$ cat src/hw/csr_pkg.sv
package csr_pkg;

  // APB data path
  parameter int DATA_WIDTH = 32;
  parameter int STRB_WIDTH = DATA_WIDTH / 8;

  // field widths
  parameter int FIELD_WIDTH    = 4;
  parameter int HW_VALUE_WIDTH = 8;

  // word offsets from the block base address
  parameter int unsigned CTRL_OFFSET     = 'h0;
  parameter int unsigned TRIGGER_OFFSET  = 'h4;
  parameter int unsigned STATUS_OFFSET   = 'h8;
  parameter int unsigned HW_VALUE_OFFSET = 'hc;

  parameter int unsigned REG_COUNT = 4;

endpackage

$ cat src/hw/apb_access.sv
`timescale 1ns/1ps

module apb_access import csr_pkg::*; #(
  parameter int                    ADDR_WIDTH        = 16,
  parameter logic [ADDR_WIDTH-1:0] BASE_ADDRESS      = 'h1000,
  parameter logic [DATA_WIDTH-1:0] DEFAULT_READ_DATA = 32'hdead_beaf
) (
  input  logic                      clk,
  input  logic                      i_arst_n,
  input  logic                      i_psel,
  input  logic                      i_penable,
  input  logic [ADDR_WIDTH-1:0]     i_paddr,
  input  logic                      i_pwrite,
  input  logic [STRB_WIDTH-1:0]     i_pstrb,
  input  logic [DATA_WIDTH-1:0]     i_pwdata,
  output logic                      o_pready,
  output logic [DATA_WIDTH-1:0]     o_prdata,
  output logic                      o_pslverr,
  input  logic [2*FIELD_WIDTH-1:0]  i_ctrl_value,
  input  logic [FIELD_WIDTH-1:0]    i_status_value,
  input  logic [HW_VALUE_WIDTH-1:0] i_hw_value,
  output logic                      o_ctrl_write,
  output logic                      o_event_write,
  output logic                      o_event_select,
  output logic [DATA_WIDTH-1:0]     o_wdata,
  output logic [STRB_WIDTH-1:0]     o_wstrb
);

  localparam logic [ADDR_WIDTH-1:0] MAP_SIZE = ADDR_WIDTH'(REG_COUNT * 4);

  logic [ADDR_WIDTH-1:0] offset;
  logic [ADDR_WIDTH-1:0] word_offset;
  logic                  mapped;
  logic                  hit_ctrl;
  logic                  hit_trigger;
  logic                  hit_status;
  logic                  hit_hw;
  logic                  slverr;
  logic                  access_phase;
  logic [DATA_WIDTH-1:0] rdata;
  logic                  pready_q;
  logic                  pslverr_q;
  logic [DATA_WIDTH-1:0] prdata_q;

  // address decode relative to the block base
  assign offset      = i_paddr - BASE_ADDRESS;
  assign word_offset = {offset[ADDR_WIDTH-1:2], 2'b00};
  assign mapped      = (i_paddr >= BASE_ADDRESS) && (offset < MAP_SIZE);

  assign hit_ctrl    = mapped && (word_offset == ADDR_WIDTH'(CTRL_OFFSET));
  assign hit_trigger = mapped && (word_offset == ADDR_WIDTH'(TRIGGER_OFFSET));
  assign hit_status  = mapped && (word_offset == ADDR_WIDTH'(STATUS_OFFSET));
  assign hit_hw      = mapped && (word_offset == ADDR_WIDTH'(HW_VALUE_OFFSET));

  assign slverr = !mapped || (hit_hw && i_pwrite); // hw value is read only

  always_comb begin
    rdata = '0;
    if (!mapped) begin
      rdata = DEFAULT_READ_DATA;
    end else if (hit_ctrl) begin
      rdata[2*FIELD_WIDTH-1:0] = i_ctrl_value;
    end else if (hit_status) begin
      rdata[FIELD_WIDTH-1:0] = i_status_value;
    end else if (hit_hw) begin
      rdata[HW_VALUE_WIDTH-1:0] = i_hw_value;
    end
    // trigger falls through and reads zero
  end

  // first access cycle, pready follows one cycle later
  assign access_phase = i_psel && i_penable && !pready_q;

  always_ff @(posedge clk or negedge i_arst_n) begin
    if (!i_arst_n) begin
      pready_q  <= 1'b0;
      pslverr_q <= 1'b0;
    end else begin
      pready_q  <= access_phase;
      pslverr_q <= access_phase && slverr;
    end
  end

  always_ff @(posedge clk) begin
    if (access_phase) begin
      prdata_q <= rdata;
    end
  end

  assign o_pready  = pready_q;
  assign o_pslverr = pslverr_q;
  assign o_prdata  = prdata_q;

  // strobes fire in the completing cycle
  assign o_ctrl_write   = pready_q && i_pwrite && hit_ctrl;
  assign o_event_write  = pready_q && i_pwrite && (hit_trigger || hit_status);
  assign o_event_select = offset[3];  // 0 trigger, 1 status
  assign o_wdata        = i_pwdata;
  assign o_wstrb        = i_pstrb;

endmodule

$ cat src/hw/apb_csr_top.sv
`timescale 1ns/1ps

module apb_csr_top import csr_pkg::*; #(
  parameter int                      ADDR_WIDTH        = 16,
  parameter logic [ADDR_WIDTH-1:0]   BASE_ADDRESS      = 'h1000,
  parameter logic [DATA_WIDTH-1:0]   DEFAULT_READ_DATA = 32'hdead_beaf,
  parameter logic [2*FIELD_WIDTH-1:0] CTRL_INIT        = 8'hc5
) (
  input  logic                      clk,
  input  logic                      i_arst_n,
  input  logic                      i_psel,
  input  logic                      i_penable,
  input  logic [ADDR_WIDTH-1:0]     i_paddr,
  input  logic                      i_pwrite,
  input  logic [STRB_WIDTH-1:0]     i_pstrb,
  input  logic [DATA_WIDTH-1:0]     i_pwdata,
  input  logic [FIELD_WIDTH-1:0]    i_status_set,
  input  logic [HW_VALUE_WIDTH-1:0] i_hw_value,
  output logic                      o_pready,
  output logic [DATA_WIDTH-1:0]     o_prdata,
  output logic                      o_pslverr,
  output logic [FIELD_WIDTH-1:0]    o_ctrl_field0,
  output logic [FIELD_WIDTH-1:0]    o_ctrl_field1,
  output logic [FIELD_WIDTH-1:0]    o_trigger
);

  logic [2*FIELD_WIDTH-1:0] ctrl_value;
  logic [FIELD_WIDTH-1:0]   status_value;
  logic                     ctrl_write;
  logic                     event_write;
  logic                     event_select;
  logic [DATA_WIDTH-1:0]    wdata;
  logic [STRB_WIDTH-1:0]    wstrb;

  assign o_ctrl_field0 = ctrl_value[FIELD_WIDTH-1:0];
  assign o_ctrl_field1 = ctrl_value[2*FIELD_WIDTH-1:FIELD_WIDTH];

  apb_access #(
    .ADDR_WIDTH        (ADDR_WIDTH),
    .BASE_ADDRESS      (BASE_ADDRESS),
    .DEFAULT_READ_DATA (DEFAULT_READ_DATA)
  ) u_apb_access (
    .clk            (clk),
    .i_arst_n       (i_arst_n),
    .i_psel         (i_psel),
    .i_penable      (i_penable),
    .i_paddr        (i_paddr),
    .i_pwrite       (i_pwrite),
    .i_pstrb        (i_pstrb),
    .i_pwdata       (i_pwdata),
    .o_pready       (o_pready),
    .o_prdata       (o_prdata),
    .o_pslverr      (o_pslverr),
    .i_ctrl_value   (ctrl_value),
    .i_status_value (status_value),
    .i_hw_value     (i_hw_value),
    .o_ctrl_write   (ctrl_write),
    .o_event_write  (event_write),
    .o_event_select (event_select),
    .o_wdata        (wdata),
    .o_wstrb        (wstrb)
  );

  ctrl_regs #(
    .CTRL_INIT (CTRL_INIT)
  ) u_ctrl_regs (
    .clk          (clk),
    .i_arst_n     (i_arst_n),
    .i_write      (ctrl_write),
    .i_wdata      (wdata),
    .i_wstrb      (wstrb),
    .o_ctrl_value (ctrl_value)
  );

  event_regs u_event_regs (
    .clk            (clk),
    .i_arst_n       (i_arst_n),
    .i_write        (event_write),
    .i_event_select (event_select),
    .i_wdata        (wdata[FIELD_WIDTH-1:0]),
    .i_status_set   (i_status_set),
    .o_trigger      (o_trigger),
    .o_status_value (status_value)
  );

endmodule

$ cat src/hw/ctrl_regs.sv
`timescale 1ns/1ps

module ctrl_regs import csr_pkg::*; #(
  parameter logic [2*FIELD_WIDTH-1:0] CTRL_INIT = 8'hc5
) (
  input  logic                     clk,
  input  logic                     i_arst_n,
  input  logic                     i_write,
  input  logic [DATA_WIDTH-1:0]    i_wdata,
  input  logic [STRB_WIDTH-1:0]    i_wstrb,
  output logic [2*FIELD_WIDTH-1:0] o_ctrl_value
);

  localparam int CTRL_BITS = 2 * FIELD_WIDTH;

  logic [CTRL_BITS-1:0] bit_mask;
  logic [CTRL_BITS-1:0] ctrl_next;
  logic [CTRL_BITS-1:0] ctrl_q;

  // expand byte strobes to the register bits
  always_comb begin
    for (int i = 0; i < CTRL_BITS; i++) begin
      bit_mask[i] = i_wstrb[i/8];
    end
  end

  assign ctrl_next = (ctrl_q & ~bit_mask) | (i_wdata[CTRL_BITS-1:0] & bit_mask);

  always_ff @(posedge clk or negedge i_arst_n) begin
    if (!i_arst_n) begin
      ctrl_q <= CTRL_INIT;
    end else if (i_write) begin
      ctrl_q <= ctrl_next;
    end
  end

  assign o_ctrl_value = ctrl_q; // field1 in upper nibble

endmodule

$ cat src/hw/event_regs.sv
`timescale 1ns/1ps

module event_regs import csr_pkg::*; (
  input  logic                   clk,
  input  logic                   i_arst_n,
  input  logic                   i_write,
  input  logic                   i_event_select,
  input  logic [FIELD_WIDTH-1:0] i_wdata,
  input  logic [FIELD_WIDTH-1:0] i_status_set,
  output logic [FIELD_WIDTH-1:0] o_trigger,
  output logic [FIELD_WIDTH-1:0] o_status_value
);

  logic                   trigger_write;
  logic                   status_write;
  logic [FIELD_WIDTH-1:0] status_clear;
  logic [FIELD_WIDTH-1:0] trigger_q;
  logic [FIELD_WIDTH-1:0] status_q;

  assign trigger_write = i_write && !i_event_select;
  assign status_write  = i_write && i_event_select;
  assign status_clear  = status_write ? i_wdata : '0;

  // written ones become a single-cycle pulse
  always_ff @(posedge clk or negedge i_arst_n) begin
    if (!i_arst_n) begin
      trigger_q <= '0;
    end else begin
      trigger_q <= trigger_write ? i_wdata : '0;
    end
  end

  // hardware set wins over a clear in the same cycle
  always_ff @(posedge clk or negedge i_arst_n) begin
    if (!i_arst_n) begin
      status_q <= '0;
    end else begin
      status_q <= (status_q & ~status_clear) | i_status_set;
    end
  end

  assign o_trigger      = trigger_q;
  assign o_status_value = status_q;

endmodule
$ cat config.mk
export PLATFORM = sky130hd
export DESIGN_NAME = apb_csr_top
export DESIGN_NICKNAME = d
export VERILOG_FILES = /design/src/hw/csr_pkg.sv /design/src/hw/apb_access.sv /design/src/hw/apb_csr_top.sv /design/src/hw/ctrl_regs.sv /design/src/hw/event_regs.sv
export SDC_FILE = /design/constraint.sdc
export NUM_CORES = 1
export LEC_CHECK = 0
export BUFFER_PORTS_ARGS = -buffer_cell sky130_fd_sc_hd__buf_4
export CAP_MARGIN = 10
export CELL_PAD_IN_SITES_DETAIL_PLACEMENT = 0
export CELL_PAD_IN_SITES_GLOBAL_PLACEMENT = 1
export CORE_MARGIN = 5
export CORE_UTILIZATION = 29
export CTS_BUF_LIST = sky130_fd_sc_hd__clkbuf_16
export CTS_CLUSTER_SIZE = 16
export DETAILED_ROUTE_END_ITERATION = 8
export GPL_ROUTABILITY_DRIVEN = 1
export PLACE_DENSITY = 0.82
export SLEW_MARGIN = 20
export SYNTH_ARGS = -nofsm -noshare
export SYNTH_HDL_FRONTEND = slang
export SYNTH_SLANG_ARGS = --single-unit
$ cat constraint.sdc
create_clock -name clk -period 3.8 [get_ports clk]
set_clock_uncertainty 0.2 [all_clocks]
set_input_delay 1.14 -clock clk [delete_from_list [all_inputs] [get_ports clk]]
set_output_delay 1.14 -clock clk [all_outputs]
set_load 0.05 [all_outputs]
==> results of run 1 <==
==> area by class of cell <==
cell class	instances	area (um2)
Clock inverter	1	7.51
Inverter	6	22.5
Tap cell	54	67.6
Clock buffer	3	75.1
Timing Repair Buffer	80	601
Fill cell	448	2710
Sequential cell	27	726
Multi-Input combinational cell	58	448
==> metrics by stage <==
step | worst slack, ns | total power [mW]
3_3_place_gp | 0.737 | 0.421
4_1_cts | 1.03 | 0.663
6_report | 1.12 | 0.654
5_1_grt | 0.900 | 0.682
3_5_place_dp | 0.753 | 0.422
2_1_floorplan | 1.25 | 0.381
==> metal layers <==
metal | track usage | vias up | part of all wire
met1 | 0.118 | 481 | 0.39
met5 | 0 | - | 0
met2 | 0.194 | 46 | 0.50
met3 | 0.0374 | 2 | 0.11
met4 | 0.0157 | 0 | 0.0012
li1 | - | 495 | -
==> cells in the mapped netlist (3+ instances only) <==
cell type,n
a221o_1,6
a31oi_1,4
and2_1,3
buf_4,23
dfrtp_1,14
dfstp_2,4
edfxtp_1,9
inv_1,6
mux2_2,4
mux2_4,8
nor2_1,9
nor4_1,4
==> logic make-up (layout without fill, tap and decap cells) <==
family / count (synthesis) / count (layout) / share of synthesized area
mux: 12 / 12 / 0.121
other cells: 1 / 7 / 0.00274
simple gates: 25 / 25 / 0.104
flops: 27 / 27 / 0.530
buf+inv: 33 / 90 / 0.160
compound gates: 14 / 14 / 0.0831
==> critical path, cell delays in order <==
cell	delay (ns)
buf_4	0.11
nor4_1	0.25
nand3_1	0.23
buf_4	0.24
nor4_1	0.49
and2_1	0.21
==> power groups by stage <==
stage               clock network [mW]  logic [mW]  registers (mW)
finish                           0.239       0.109           0.306
global route                     0.260       0.116           0.307
CTS                              0.247       0.110           0.306
detailed placement                   0       0.110           0.312
global placement                     0       0.109           0.312
floorplan                            0      0.0572           0.323
==> final timing paths <==
check	startpoint	endpoint	slack (ns)	cells after the start
worst min register to register	flip-flop	flip-flop	0.35	1
worst min-delay path	flip-flop	flip-flop	0.35	1
max in group asynchronous	i_arst_n	async pin	2.59	1
worst max-delay path	i_paddr[10]	u_event_regs.o_trigger[0]	1.12	6
worst max register to register	u_apb_access.o_pready	flip-flop	1.94	4
min in group asynchronous	i_arst_n	async pin	0.54	1
==> results.cfg, run 1 <==
[outcome]
status = finished clean

[cts]
cts_resized = 0
tritoncts = built
cts_post_setup_buffers_inserted = 0
clk_path_buf_depth = 2
path_clk_slew_ns = 0.07
root_buffer = clkbuf_16
clkSinkCount = 27
htree_levels = 1
cts_buffers = 3
holdBufCountCts = 0
clock_latency_ns = 0.26

[global_route]
grt_overflow = 0
grt_pass1_vias = 1052
grt_max_degree = 19
grt_use_total = 0.105
grt_first_pass_wirelength_mm = 5.13
antenna_found_initial = 0

[finish]
drive_gt1_frac = 0.583
syn_to_final_growth_pct = 42.1
final_core_utilization = 0.418
final_cell_area_um2 = 1950
layout_commonest_cell = buf_4
stdcell_count = 229
antenna_cells = 0
layout_common_cells = buf_4, dfrtp_1, nor2_1, edfxtp_1, mux2_4
final_nets = 245

[timing]
setup_tns_ns = 0
timing.hold.ws_ns = 0.351
setup_viol = 0
tightest_slew_ns = 0.777
final-hold-violation-count = 0
post-route-period-util = 0.705
fin_crit_ns = 2.68
max_freq_mhz = 373
rsz0062_at_grt = no
slew_headroom = 0.480
final_max_slew_viol_count = 0

[detailed_routing]
routed_wl_mm = 3.39
drt_iter0_drc = 48
drtAntennaViolNets = 0
drc = 0
viasPerCell = 4.47
vias = 1024
wl_per_cell_um = 14.8
drt_pass1_iterations = 4

[synth]
ys.flop_type = dfrtp_1
synth_top_cell_area_share = 0.256
synth-edff-count = 9
ys_types = 26
ys_ff_latch = 27
syn-cell-area_um2 = 1370
syn_inst = 112
yosysSeqAreaShare = 0.530
async_flop_share = 0.667
synth_area_leaders = dfrtp_1, edfxtp_1, buf_4
avgSynthCellArea_um2 = 12.2
yosysWarnings = 0
synth_top_area_cell = dfrtp_1

[setup_path]
cp-end-kind = flip-flop
worstPathArrival_ns = 2.67
cp_max_fo = 10
worstPathRequired_ns = 3.79
startpoint_type = primary input
crit_type = in -> reg

[floorplanning]
core_um2 = 4660
dieArea_um2 = 6200
rows = 25
io_pins = 115
die_h_um = 78.7
die_w_um = 78.7
start_util = 0.294

[worst_hold_path]
worstHoldPathType = reg -> reg

[pwr]
max-vdd-ir-drop_uv = 159
p_sw_frac = 0.255
p_leak_nw = 0.922
combPwrFrac = 0.166
seqPwrFrac = 0.469
clockPowerShare = 0.365
switchingPower_mw = 0.167
power.internal_mw = 0.487
p_per_area_nw_per_um2 = 336

[placement]
hpwl_mm = 2.79
dpl_cell_area_um2 = 1860
gp_congestion = 0.715
port_buffers = 78
placed_cells = 225

[flow_run]
max_cap_viol_count = 0
Power figures use the tool's default switching activity.
==> run 2: changes to the inputs <==
--- a/config.mk
+++ b/config.mk
@@ -10,12 +10,12 @@
 export CELL_PAD_IN_SITES_DETAIL_PLACEMENT = 0
 export CELL_PAD_IN_SITES_GLOBAL_PLACEMENT = 1
 export CORE_MARGIN = 5
-export CORE_UTILIZATION = 29
+export CORE_UTILIZATION = 27
 export CTS_BUF_LIST = sky130_fd_sc_hd__clkbuf_16
 export CTS_CLUSTER_SIZE = 16
 export DETAILED_ROUTE_END_ITERATION = 8
 export GPL_ROUTABILITY_DRIVEN = 1
-export PLACE_DENSITY = 0.82
+export PLACE_DENSITY = 0.77
 export SLEW_MARGIN = 20
 export SYNTH_ARGS = -nofsm -noshare
 export SYNTH_HDL_FRONTEND = slang
==> constraint.sdc (replaced) <==
create_clock -name clk -period 2.6 [get_ports clk]
set_clock_uncertainty 0.2 [all_clocks]
set_input_delay 0.78 -clock clk [delete_from_list [all_inputs] [get_ports clk]]
set_output_delay 0.78 -clock clk [all_outputs]
set_load 0.05 [all_outputs]
==> run 2 against run 1 <==
  * Sequential cell count unchanged
  * Worst hold slack got worse by 0.16 ns
  * Clock power increased by 40%
  * Critical path depth decreased by 1
  * Total power is 44% higher
  * First-iteration DRC count is 25% higher
  * Cell count up 7.9%
  * Clock-buffer cell count is the same
  * Largest cell class unchanged
  * Largest power group unchanged
  * Highest routed layer unchanged
==> results.cfg, run 2 (synthesis gave the netlist of run 1 again) <==
[outcome]
status = finished clean

[finish]
stdcell_count = 247
multi_input_area_um2 = 448
layout_commonest_cell = buf_4
antenna_cells = 0
syn_to_final_growth_pct = 44.4
final_nets = 247
layout_common_cells = buf_4, dfrtp_1, nor2_1, edfxtp_1, mux2_4
fillers = 512
regArea_um2 = 726
final_core_utilization = 0.395
drive_gt1_frac = 0.582

[setup_path]
worstPathRequired_ns = 2.54
crit_type = in -> reg
worstPathArrival_ns = 2.09
cp-end-kind = flip-flop
critPathMaxStageDelay_ns = 0.45
r2r_slack_ns = 0.79
cp_max_fo = 8
cp_cell_sequence = buf_4, nor4_1, nand3_1, or2_1, mux2_4
cp_slowest_cell = or2_1
startpoint_type = primary input
critPathTopFamily = simple AND/OR/NAND/NOR gates
cp_num_buf_inv = 1

[timing]
post-route-period-util = 0.828
slew_headroom = 0.620
setup_viol = 0
setup_tns_ns = 0
tightest_slew_ns = 0.569
fin_crit_ns = 2.15
rsz0062_at_grt = no
max_freq_mhz = 464
final-hold-violation-count = 0
final_max_slew_viol_count = 0

[detailed_routing]
drt_pass1_iterations = 4
vias = 1016
wl_per_cell_um = 13.7
viasPerCell = 4.11
drtAntennaViolNets = 0
routed_wl_mm = 3.39
drt_iter0_drc = 60
drc = 0

[cts]
cts_resized = 0
clkSinkCount = 27
clk_path_buf_depth = 2
cts_buffers = 3
path_clk_slew_ns = 0.06
clock_latency_ns = 0.25
root_buffer = clkbuf_16
holdBufCountCts = 0
cts_post_setup_buffers_inserted = 0
tritoncts = built
htree_levels = 1

[placement]
port_buffers = 78
gp_congestion = 0.783
placed_cells = 243
hpwl_mm = 2.79

[global_route]
grt_overflow = 0
grt_pass1_vias = 1032
grt_max_degree = 19
grt_first_pass_wirelength_mm = 5.24
grt_use_total = 0.103
antenna_found_initial = 0

[flow_run]
max_cap_viol_count = 0

[floorplanning]
die_h_um = 81.2
io_pins = 115
rows = 26
core_um2 = 5010
die_w_um = 81.2
start_util = 0.273
dieArea_um2 = 6600

[pwr]
p_per_area_nw_per_um2 = 476
p_leak_nw = 0.938
p_total_mw = 0.942
max-vdd-ir-drop_uv = 245

[worst_hold_path]
worstHoldPathType = in -> async
-- run 2: cell count changes in the layout (fill, tap and decap cells not counted), sizes merged --
| cell | previous run | this run |
|---|---|---|
| buf | 80 | 82 |
| clkinvlp | 1 | 0 |
| inv | 6 | 7 |
-- run 2: final timing paths --
check                                       from  depth (start not counted)                      to
max in group asynchronous               i_arst_n                          1               async pin
min reg2reg                u_apb_access.o_pready                          1  u_apb_access.o_pslverr
max reg2reg                u_apb_access.o_pready                          4               flip-flop
min                                     i_arst_n                          1               async pin
max                                  i_paddr[10]                          5               flip-flop
min in group clk           u_apb_access.o_pready                          1  u_apb_access.o_pslverr
-- run 2: layer usage --
metal | vias to the layer above | GRT usage | wire length (um)
li1 | 500 | - | -
met1 | 467 | 0.132 | 1350
met2 | 47 | 0.172 | 1660
met3 | 2 | 0.0277 | 337
met4 | 0 | 0.0270 | 32
met5 | - | 0 | 0
-- run 2: area by class of cell --
cell class,instances,share of cell area
Clock inverter,1,0.00190
Tap cell,70,0.0443
Inverter,6,0.0114
Clock buffer,3,0.0380
Sequential cell,27,0.367
Timing Repair Buffer,82,0.311
Multi-Input combinational cell,58,0.226
-- run 2: power by group --
| group | switching (mW) | internal, mW | total [mW] |
|---|---|---|---|
| registers | 0.00382 | 0.444 | 0.448 |
| clock network | 0.129 | 0.205 | 0.334 |
| logic | 0.0997 | 0.0600 | 0.160 |
-- run 2: metrics by stage --
step	setup slack [ns]	instance area, um2	hold WS [ns]
floorplan	0.406	1390	0.284
global placement	0.157	1900	0.326
detailed placement	0.153	1900	0.327
CTS	0.412	1980	0.195
global route	0.362	1980	0.201
finish	0.446	1980	0.190
